$ cat src/hdl/ddr_bridge_pkg.sv
package ddr_bridge_pkg;

    // app data path, one beat per command
    localparam int data_width = 128;
    localparam int addr_width = 29;
    localparam int id_width   = 4;
    localparam int strb_width = data_width / 8;

    localparam int cmd_depth = 4;  // queued commands
    localparam int rd_depth  = 4;  // queued read responses

    // command word: {rd, last, id, addr, wr_data, wr_strb}
    localparam int cmd_word_width = 2 + id_width + addr_width + data_width + strb_width;

    // read entry: {id, last, data}
    localparam int rd_entry_width = id_width + 1 + data_width;

    // controller opcodes
    typedef enum logic [2:0] {
        APP_WR = 3'd0,
        APP_RD = 3'd1
    } app_op_t;

    typedef enum logic [1:0] {
        S_IDLE,
        S_WRITE,
        S_READ_CMD,
        S_READ_WAIT
    } seq_state_t;

endpackage

$ cat src/hdl/ram_cmd_if.sv
interface ram_cmd_if
    import ddr_bridge_pkg::*;
();

    logic                  valid;  // queue head holds a command
    logic                  rd;
    logic                  last;
    logic [id_width-1:0]   id;
    logic [addr_width-1:0] addr;
    logic [data_width-1:0] wr_data;
    logic [strb_width-1:0] wr_strb;
    logic                  take;   // one-cycle pop

    modport producer (
        output valid, rd, last, id, addr, wr_data, wr_strb,
        input  take
    );

    modport consumer (
        input  valid, rd, last, id, addr, wr_data, wr_strb,
        output take
    );

endinterface

$ cat src/hdl/sync_fifo.sv
module sync_fifo #(
    parameter int width = 8,
    parameter int depth = 4
) (
    input  logic                         clk_if,
    input  logic                         resetn,
    input  logic                         wr_en,
    input  logic [width-1:0]             wr_data,
    input  logic                         rd_en,
    output logic [width-1:0]             rd_data,
    output logic                         empty,
    output logic                         full,
    output logic [$clog2(depth+1)-1:0]   count
);

    logic [width-1:0]         mem [depth];
    logic [$clog2(depth)-1:0] wr_ptr;
    logic [$clog2(depth)-1:0] rd_ptr;
    logic                     do_wr;
    logic                     do_rd;

    assign do_wr   = wr_en && !full;   // overflow dropped
    assign do_rd   = rd_en && !empty;
    assign empty   = (count == 0);
    assign full    = (count == depth);
    assign rd_data = mem[rd_ptr];      // head always visible

    always_ff @(posedge clk_if) begin
        if (do_wr) begin
            mem[wr_ptr] <= wr_data;
        end
    end

    always_ff @(posedge clk_if) begin
        if (!resetn) begin
            wr_ptr <= '0;
            rd_ptr <= '0;
            count  <= '0;
        end else begin
            if (do_wr) begin
                wr_ptr <= (wr_ptr == depth - 1) ? '0 : wr_ptr + 1'b1;
            end
            if (do_rd) begin
                rd_ptr <= (rd_ptr == depth - 1) ? '0 : rd_ptr + 1'b1;
            end
            case ({do_wr, do_rd})
                2'b10:   count <= count + 1'b1;
                2'b01:   count <= count - 1'b1;
                default: count <= count;
            endcase
        end
    end

endmodule

$ cat src/hdl/cmd_accept.sv
module cmd_accept
    import ddr_bridge_pkg::*;
(
    input  logic                  clk_if,
    input  logic                  resetn,
    input  logic                  cmd_valid,
    output logic                  cmd_ready,
    input  logic                  cmd_rd,
    input  logic                  cmd_last,
    input  logic [id_width-1:0]   cmd_id,
    input  logic [addr_width-1:0] cmd_addr,
    input  logic [data_width-1:0] cmd_wr_data,
    input  logic [strb_width-1:0] cmd_wr_strb,
    ram_cmd_if.producer           cmd
);

    logic [data_width-1:0]     wdata_in;
    logic [strb_width-1:0]     wstrb_in;
    logic [cmd_word_width-1:0] in_word;
    logic [cmd_word_width-1:0] head_word;
    logic                      q_full;
    logic                      q_empty;

    // reads carry no payload
    always_comb begin
        wdata_in = cmd_wr_data;
        wstrb_in = cmd_wr_strb;
        if (cmd_rd) begin
            wdata_in = '0;
            wstrb_in = '0;
        end
    end

    assign in_word = {cmd_rd, cmd_last, cmd_id, cmd_addr, wdata_in, wstrb_in};

    sync_fifo #(
        .width (cmd_word_width),
        .depth (cmd_depth)
    ) u_cmd_fifo (
        .clk_if  (clk_if),
        .resetn  (resetn),
        .wr_en   (cmd_valid && cmd_ready),
        .wr_data (in_word),
        .rd_en   (cmd.take),
        .rd_data (head_word),
        .empty   (q_empty),
        .full    (q_full),
        .count   ()
    );

    assign cmd_ready = !q_full;
    assign cmd.valid = !q_empty;
    assign {cmd.rd, cmd.last, cmd.id, cmd.addr, cmd.wr_data, cmd.wr_strb} = head_word;

endmodule

$ cat src/hdl/app_sequencer.sv
module app_sequencer
    import ddr_bridge_pkg::*;
(
    input  logic                  clk_if,
    input  logic                  resetn,
    ram_cmd_if.consumer           cmd,
    output app_op_t               app_cmd,
    output logic                  app_cmd_en,
    output logic [addr_width-1:0] app_addr,
    input  logic                  app_cmd_ready,
    output logic [data_width-1:0] app_wdf_data,
    output logic                  app_wdf_wren,
    output logic                  app_wdf_end,
    output logic [strb_width-1:0] app_wdf_mask,
    input  logic                  app_wdf_rdy,
    input  logic [data_width-1:0] app_rd_data,
    input  logic                  app_rd_data_valid,
    output logic                  push,
    output logic [id_width-1:0]   push_id,
    output logic                  push_last,
    output logic [data_width-1:0] push_data,
    input  logic                  space
);

    seq_state_t          state;
    logic                cmd_hit;
    logic                wdf_hit;
    logic                cmd_ok;   // write command taken
    logic                wdf_ok;   // write data taken
    logic [id_width-1:0] id_q;
    logic                last_q;

    assign cmd_hit     = app_cmd_en && app_cmd_ready;
    assign wdf_hit     = app_wdf_wren && app_wdf_rdy;
    assign app_wdf_end = 1'b1;  // single beat

    // a read waits for a free response slot
    assign cmd.take = (state == S_IDLE) && cmd.valid && (!cmd.rd || space);

    always_ff @(posedge clk_if) begin
        if (!resetn) begin
            state        <= S_IDLE;
            app_cmd_en   <= 1'b0;
            app_wdf_wren <= 1'b0;
            cmd_ok       <= 1'b0;
            wdf_ok       <= 1'b0;
            push         <= 1'b0;
        end else begin
            push <= 1'b0;
            case (state)
                S_IDLE: begin
                    if (cmd.take) begin
                        app_cmd_en <= 1'b1;
                        if (cmd.rd) begin
                            state <= S_READ_CMD;
                        end else begin
                            app_wdf_wren <= 1'b1;
                            state        <= S_WRITE;
                        end
                    end
                end
                S_WRITE: begin
                    // command and data may be taken on different edges
                    if (cmd_hit) begin
                        app_cmd_en <= 1'b0;
                        cmd_ok     <= 1'b1;
                    end
                    if (wdf_hit) begin
                        app_wdf_wren <= 1'b0;
                        wdf_ok       <= 1'b1;
                    end
                    if ((cmd_ok || cmd_hit) && (wdf_ok || wdf_hit)) begin
                        cmd_ok <= 1'b0;
                        wdf_ok <= 1'b0;
                        state  <= S_IDLE;
                    end
                end
                S_READ_CMD: begin
                    if (cmd_hit) begin
                        app_cmd_en <= 1'b0;
                        state      <= S_READ_WAIT;
                    end
                end
                S_READ_WAIT: begin
                    if (app_rd_data_valid) begin
                        push  <= 1'b1;
                        state <= S_IDLE;
                    end
                end
                default: state <= S_IDLE;
            endcase
        end
    end

    always_ff @(posedge clk_if) begin
        if (cmd.take) begin
            app_cmd      <= cmd.rd ? APP_RD : APP_WR;
            app_addr     <= cmd.addr;
            app_wdf_data <= cmd.wr_data;
            app_wdf_mask <= ~cmd.wr_strb;  // mask is active high
            id_q         <= cmd.id;
            last_q       <= cmd.last;
        end
        if (state == S_READ_WAIT && app_rd_data_valid) begin
            push_id   <= id_q;
            push_last <= last_q;
            push_data <= app_rd_data;
        end
    end

endmodule

$ cat src/hdl/rd_resp_stage.sv
module rd_resp_stage
    import ddr_bridge_pkg::*;
(
    input  logic                  clk_if,
    input  logic                  resetn,
    input  logic                  push,
    input  logic [id_width-1:0]   push_id,
    input  logic                  push_last,
    input  logic [data_width-1:0] push_data,
    output logic                  space,
    output logic                  rd_resp_valid,
    input  logic                  rd_resp_ready,
    output logic [id_width-1:0]   rd_resp_id,
    output logic                  rd_resp_last,
    output logic [data_width-1:0] rd_resp_data
);

    logic [rd_entry_width-1:0]        head;
    logic                             q_empty;
    logic                             load;
    logic                             take_out;
    logic [$clog2(rd_depth+1)-1:0]    held;  // entries in queue and output reg

    sync_fifo #(
        .width (rd_entry_width),
        .depth (rd_depth)
    ) u_rd_fifo (
        .clk_if  (clk_if),
        .resetn  (resetn),
        .wr_en   (push),
        .wr_data ({push_id, push_last, push_data}),
        .rd_en   (load),
        .rd_data (head),
        .empty   (q_empty),
        .full    (),
        .count   ()
    );

    assign take_out = rd_resp_valid && rd_resp_ready;
    assign load     = !q_empty && (!rd_resp_valid || rd_resp_ready);

    // at most one read in flight, and its slot is claimed
    // through the push strobe before held catches up
    assign space = (held + push) < rd_depth;

    always_ff @(posedge clk_if) begin
        if (!resetn) begin
            held          <= '0;
            rd_resp_valid <= 1'b0;
        end else begin
            case ({push, take_out})
                2'b10:   held <= held + 1'b1;
                2'b01:   held <= held - 1'b1;
                default: held <= held;
            endcase
            if (load) begin
                rd_resp_valid <= 1'b1;
            end else if (take_out) begin
                rd_resp_valid <= 1'b0;
            end
        end
    end

    always_ff @(posedge clk_if) begin
        if (load) begin
            {rd_resp_id, rd_resp_last, rd_resp_data} <= head;
        end
    end

endmodule

$ cat src/hdl/ddr_bridge_top.sv
module ddr_bridge_top
    import ddr_bridge_pkg::*;
(
    input  logic                  clk_if,
    input  logic                  resetn,

    input  logic                  cmd_valid,
    output logic                  cmd_ready,
    input  logic                  cmd_rd,
    input  logic                  cmd_last,
    input  logic [id_width-1:0]   cmd_id,
    input  logic [addr_width-1:0] cmd_addr,
    input  logic [data_width-1:0] cmd_wr_data,
    input  logic [strb_width-1:0] cmd_wr_strb,

    output logic                  rd_resp_valid,
    input  logic                  rd_resp_ready,
    output logic [id_width-1:0]   rd_resp_id,
    output logic                  rd_resp_last,
    output logic [data_width-1:0] rd_resp_data,

    output app_op_t               app_cmd,
    output logic                  app_cmd_en,
    output logic [addr_width-1:0] app_addr,
    input  logic                  app_cmd_ready,
    output logic [data_width-1:0] app_wdf_data,
    output logic                  app_wdf_wren,
    output logic                  app_wdf_end,
    output logic [strb_width-1:0] app_wdf_mask,
    input  logic                  app_wdf_rdy,
    input  logic [data_width-1:0] app_rd_data,
    input  logic                  app_rd_data_valid
);

    ram_cmd_if cmd_bus ();

    logic                  rd_push;
    logic [id_width-1:0]   rd_push_id;
    logic                  rd_push_last;
    logic [data_width-1:0] rd_push_data;
    logic                  rd_space;

    cmd_accept u_cmd_accept (
        .clk_if      (clk_if),
        .resetn      (resetn),
        .cmd_valid   (cmd_valid),
        .cmd_ready   (cmd_ready),
        .cmd_rd      (cmd_rd),
        .cmd_last    (cmd_last),
        .cmd_id      (cmd_id),
        .cmd_addr    (cmd_addr),
        .cmd_wr_data (cmd_wr_data),
        .cmd_wr_strb (cmd_wr_strb),
        .cmd         (cmd_bus.producer)
    );

    app_sequencer u_app_sequencer (
        .clk_if            (clk_if),
        .resetn            (resetn),
        .cmd               (cmd_bus.consumer),
        .app_cmd           (app_cmd),
        .app_cmd_en        (app_cmd_en),
        .app_addr          (app_addr),
        .app_cmd_ready     (app_cmd_ready),
        .app_wdf_data      (app_wdf_data),
        .app_wdf_wren      (app_wdf_wren),
        .app_wdf_end       (app_wdf_end),
        .app_wdf_mask      (app_wdf_mask),
        .app_wdf_rdy       (app_wdf_rdy),
        .app_rd_data       (app_rd_data),
        .app_rd_data_valid (app_rd_data_valid),
        .push              (rd_push),
        .push_id           (rd_push_id),
        .push_last         (rd_push_last),
        .push_data         (rd_push_data),
        .space             (rd_space)
    );

    rd_resp_stage u_rd_resp_stage (
        .clk_if        (clk_if),
        .resetn        (resetn),
        .push          (rd_push),
        .push_id       (rd_push_id),
        .push_last     (rd_push_last),
        .push_data     (rd_push_data),
        .space         (rd_space),
        .rd_resp_valid (rd_resp_valid),
        .rd_resp_ready (rd_resp_ready),
        .rd_resp_id    (rd_resp_id),
        .rd_resp_last  (rd_resp_last),
        .rd_resp_data  (rd_resp_data)
    );

endmodule

$ cat config.mk
export PLATFORM = sky130hd
export DESIGN_NAME = ddr_bridge_top
export DESIGN_NICKNAME = d
export VERILOG_FILES = /design/src/hdl/ddr_bridge_pkg.sv /design/src/hdl/ram_cmd_if.sv /design/src/hdl/sync_fifo.sv /design/src/hdl/cmd_accept.sv /design/src/hdl/app_sequencer.sv /design/src/hdl/rd_resp_stage.sv /design/src/hdl/ddr_bridge_top.sv
export SDC_FILE = /design/constraint.sdc
export NUM_CORES = 1
export LEC_CHECK = 0
export ABC_AREA = 1
export BUFFER_PORTS_ARGS = -buffer_cell sky130_fd_sc_hd__buf_4
export CAP_MARGIN = 20
export CORE_MARGIN = 2
export CORE_UTILIZATION = 25
export CTS_CLUSTER_SIZE = 10
export DETAILED_ROUTE_END_ITERATION = 16
export HOLD_SLACK_MARGIN = 0.03
export PLACE_DENSITY = 0.38
export SYNTH_ARGS = -nofsm -noshare
export SYNTH_HDL_FRONTEND = slang
export SYNTH_SLANG_ARGS = --single-unit
$ cat constraint.sdc
create_clock -name clk_if -period 26.4 [get_ports clk_if]
set_input_delay 5.28 -clock clk_if [delete_from_list [all_inputs] [get_ports clk_if]]
set_output_delay 5.28 -clock clk_if [all_outputs]
set_load 0.1 [all_outputs]
==> impl_metrics.toml <==
[run_status]
status = "finished clean"

[routing]
firstDrtPassIters = 5
vias = 34800
detail-route-antenna-nets = 0
post_drt_wl_per_cell_um = 22.4
drc = 0
via_per_inst = 4.32
first_iter_violations = 2456
detail_route.wirelength_um = 180000

[finish]
layout.cells.non_filler = 8057
area_growth_pct = 23.1
final_area_um2 = 76300
fillers = 24400
fin_util_pct = 31.0
drive_gt1_share_pct = 19.8
finalNetCount = 4963

[global_routing]
grt_pass1_vias = 34600
grt.total_usage_pct = 13.9
grt_pass1_wl_um = 256000
grt_util_met1_pct = 18.3
antenna_found_initial = 39
grt_max_degree = 179
grt-ovfl-total = 0
met2_usage_pct = 21.0
busiest_layer = "met2"
use_met3_pct = 5.78

[hold_path]
holdPathStages = 0
worst_hold_startpoint = "u_app_sequencer.last_q"
hold_path.class = "flip-flop to flip-flop"
hold_end = "u_app_sequencer.push_last"

[sta]
fin_crit_ps = 7330
hold_viol = 0
fmax_ghz = 0.136
maxSlewHeadroom_pct = 28.4
grt_setup_unrepaired = "false"
setup-tns-final_ps = 0
drv_slew = 0
worst_pin_slew_ps = 1070
fin_crit_sh_pct = 27.8
setup_viol = 0
skew_ps = 52.6
fin_ws_ps = 19070

[logic_synthesis]
synth_compound_area_share_pct = 8.55
ys_seq_elements = 1720
synthDistinctLibCells = 36
ys_warn_count = 0
synth-xor-area-share_pct = 0
syn_avg_cell_area_um2 = 15.6
synth_top_family_by_area = "compound AO/OA/AOI/OAI gates"
netlist_area_um2 = 62000
synthMuxAreaShare_pct = 0
synthAdderAreaFrac_pct = 0.440
synthSimpleGateAreaFrac_pct = 5.30
yosysSeqAreaShare_pct = 82.9
syn_inst = 3978

[clock_tree]
clockRootBuffer = "clkbuf_16"
numCtsBuffers = 203
htree_levels = 4
cts_tree = "done"
cts_sinks = 1720
holdBufCountCts = 0
cts_max_path_buffers = 3
clkTransAtPathRegs_ps = 50
post_cts_buffers = 0
cts-resized-gates = 0
insertion_delay_ps = 820

[place]
placed_cells = 7735
hpwl_um = 101000
dpl_cell_area_um2 = 70400
numPortBuffers = 624
globalplace.congestion = 0.713
post-place-ws_ps = 18090

[pwr]
leakage_nw = 26.1
power_density_nw_per_um2 = 130
worst_ir_drop_vdd_uv = 95.0

[die]
die_x_um = 502
start_util_pct = 25.2
die_y_um = 502
ios = 628
rows = 182
core_area_um2 = 246000
die_area_um2 = 252000

[critical_path]
cpMostUsedCell = "buf_4"
reg2reg_slack_ps = 22360
crit_fanout = 54
path_class = "input port to flip-flop"
slowest_delay_ps = 730
worstPathArrival_ps = 7740
reg2reg_from = "u_rd_resp_stage.u_rd_fifo.rd_ptr[0]"
worstPathCellList = "buf_4, inv_1, nand2_1, inv_1, or2_2, inv_6, buf_4, buf_4"
r2r_end = "u_rd_resp_stage.rd_resp_data[22]"
startpoint_type = "input port"
critPathCaptureType = "flip-flop"
slowest_stage = "buf_4"
worst-r2r-cell-count = 5
required_ps = 26800

[run]
maxCapViolCount = 0
-- logic make-up after synthesis --
kind of cell               after synthesis
and+or+nand+nor                        854
other                                    2
AOI/OAI and AO/OA                      963
adders and majority gates               20
buffers and inverters                  419
DFF                                   1720
-- state kept, by name, summed over array words and instances (netlist names), 16 cells and up, named ones only --
| name | count |
|---|---|
| u_rd_resp_stage.u_rd_fifo.mem | 532 |
| u_cmd_accept.u_cmd_fifo.mem | 716 |
| u_rd_resp_stage.rd_resp_data | 128 |
| u_app_sequencer.app_addr | 29 |
| u_app_sequencer.app_wdf_data | 128 |
| u_app_sequencer.push_data | 128 |
| u_app_sequencer.app_wdf_mask | 16 |
-- power breakdown --
part / switching [mW] / internal (mW)
Sequential: 0.189 / 3.59
Combinational: 2.99 / 0.618
Clock: 1.09 / 1.47
Total: 4.27 / 5.68
-- worst max-delay path: cells and delay by family --
family / cells / cell delay, ps
buf+inv: 6 / 1980
simple gates: 2 / 410
-- area by class of cell --
cell class                      instances  area, um^2  share of cell area [%]
Clock buffer                          277        5480                    7.19
Inverter                              194         768                    1.01
Timing Repair Buffer                  670        5150                    6.74
Tap cell                             3312        4140                    5.43
Multi-Input combinational cell       1840        8930                    11.7
Antenna cell                            6        15.0                  0.0197
Clock inverter                         38         423                   0.554
Sequential cell                      1720       51400                    67.4
-- synth_stat cells --
library cell / instances / area share [%]
buf_4: 5 / 0.061
a211oi_1: 2 / 0.024
edfxtp_1: 1693 / 82
a21oi_2: 1 / 0.014
buf_1: 3 / 0.018
nand3_1: 8 / 0.065
nor3_1: 1 / 0.0081
nand2_2: 3 / 0.030
nand4_1: 1 / 0.010
o21bai_1: 3 / 0.036
a21oi_1: 34 / 0.27
inv_2: 6 / 0.036
nand3_4: 1 / 0.028
o31ai_2: 1 / 0.020
conb_1: 2 / 0.012
nand2_4: 2 / 0.036
o21ai_0: 579 / 4.7
o22ai_1: 295 / 3.0
and2_1: 1 / 0.010
nand3_2: 2 / 0.032
inv_1: 188 / 1.1
ha_1: 17 / 0.34
buf_6: 2 / 0.036
dfxtp_1: 27 / 0.87
o21ai_1: 30 / 0.24
nand2_1: 72 / 0.44
nor3_2: 1 / 0.016
clkbuf_1: 128 / 0.78
or2_2: 1 / 0.010
a32o_1: 16 / 0.26
buf_2: 87 / 0.70
nor2_2: 1 / 0.010
fa_1: 3 / 0.097
a221oi_1: 2 / 0.028
and3_1: 1 / 0.010
nor2_1: 759 / 4.6
-- per-stage QoR --
step | total power, mW | hold WS [ps]
floorplan | 6.47 | 400
global placement | 7.52 | 413
global route | 10.4 | 467
detailed placement | 7.51 | 418
CTS | 10.1 | 441
finish | 9.95 | 434
-- layout by cell type, fill, tap and decap left out, types with 23 or more instances in the layout --
master / Yosys / routed
nor2_1: 759 / 751
inv_1: 188 / 186
o21ai_0: 579 / 579
o21ai_1: 30 / 30
dfxtp_1: 27 / 23
o22ai_1: 295 / 295
buf_4: 5 / 660
nand2_1: 72 / 72
clkbuf_1: 128 / 66
a21oi_1: 34 / 34
clkbuf_16: 0 / 207
edfxtp_1: 1693 / 1693
-- worst max path at each step --
stage                  startpoint                           endpoint  slack [ps]  cells after the start
finish              rd_resp_ready   u_rd_resp_stage.rd_resp_data[26]       19070                      8
floorplan               cmd_valid  u_cmd_accept.u_cmd_fifo.mem[0][0]       12700                      3
detailed placement  rd_resp_ready   u_rd_resp_stage.rd_resp_data[47]       18090                      8
CTS                 rd_resp_ready   u_rd_resp_stage.rd_resp_data[26]       19000                      8
global placement    rd_resp_ready   u_rd_resp_stage.rd_resp_data[47]       18090                      8
global route        rd_resp_ready   u_rd_resp_stage.rd_resp_data[26]       18890                      8
-- metal layers --
metal  up-vias  part of all wire (%)
li1      16100                     -
met1     17500                    44
met2       902                    44
met3       294                   9.3
met4        62                   2.2
met5         -                  0.22
Power figures use the tool's default switching activity.
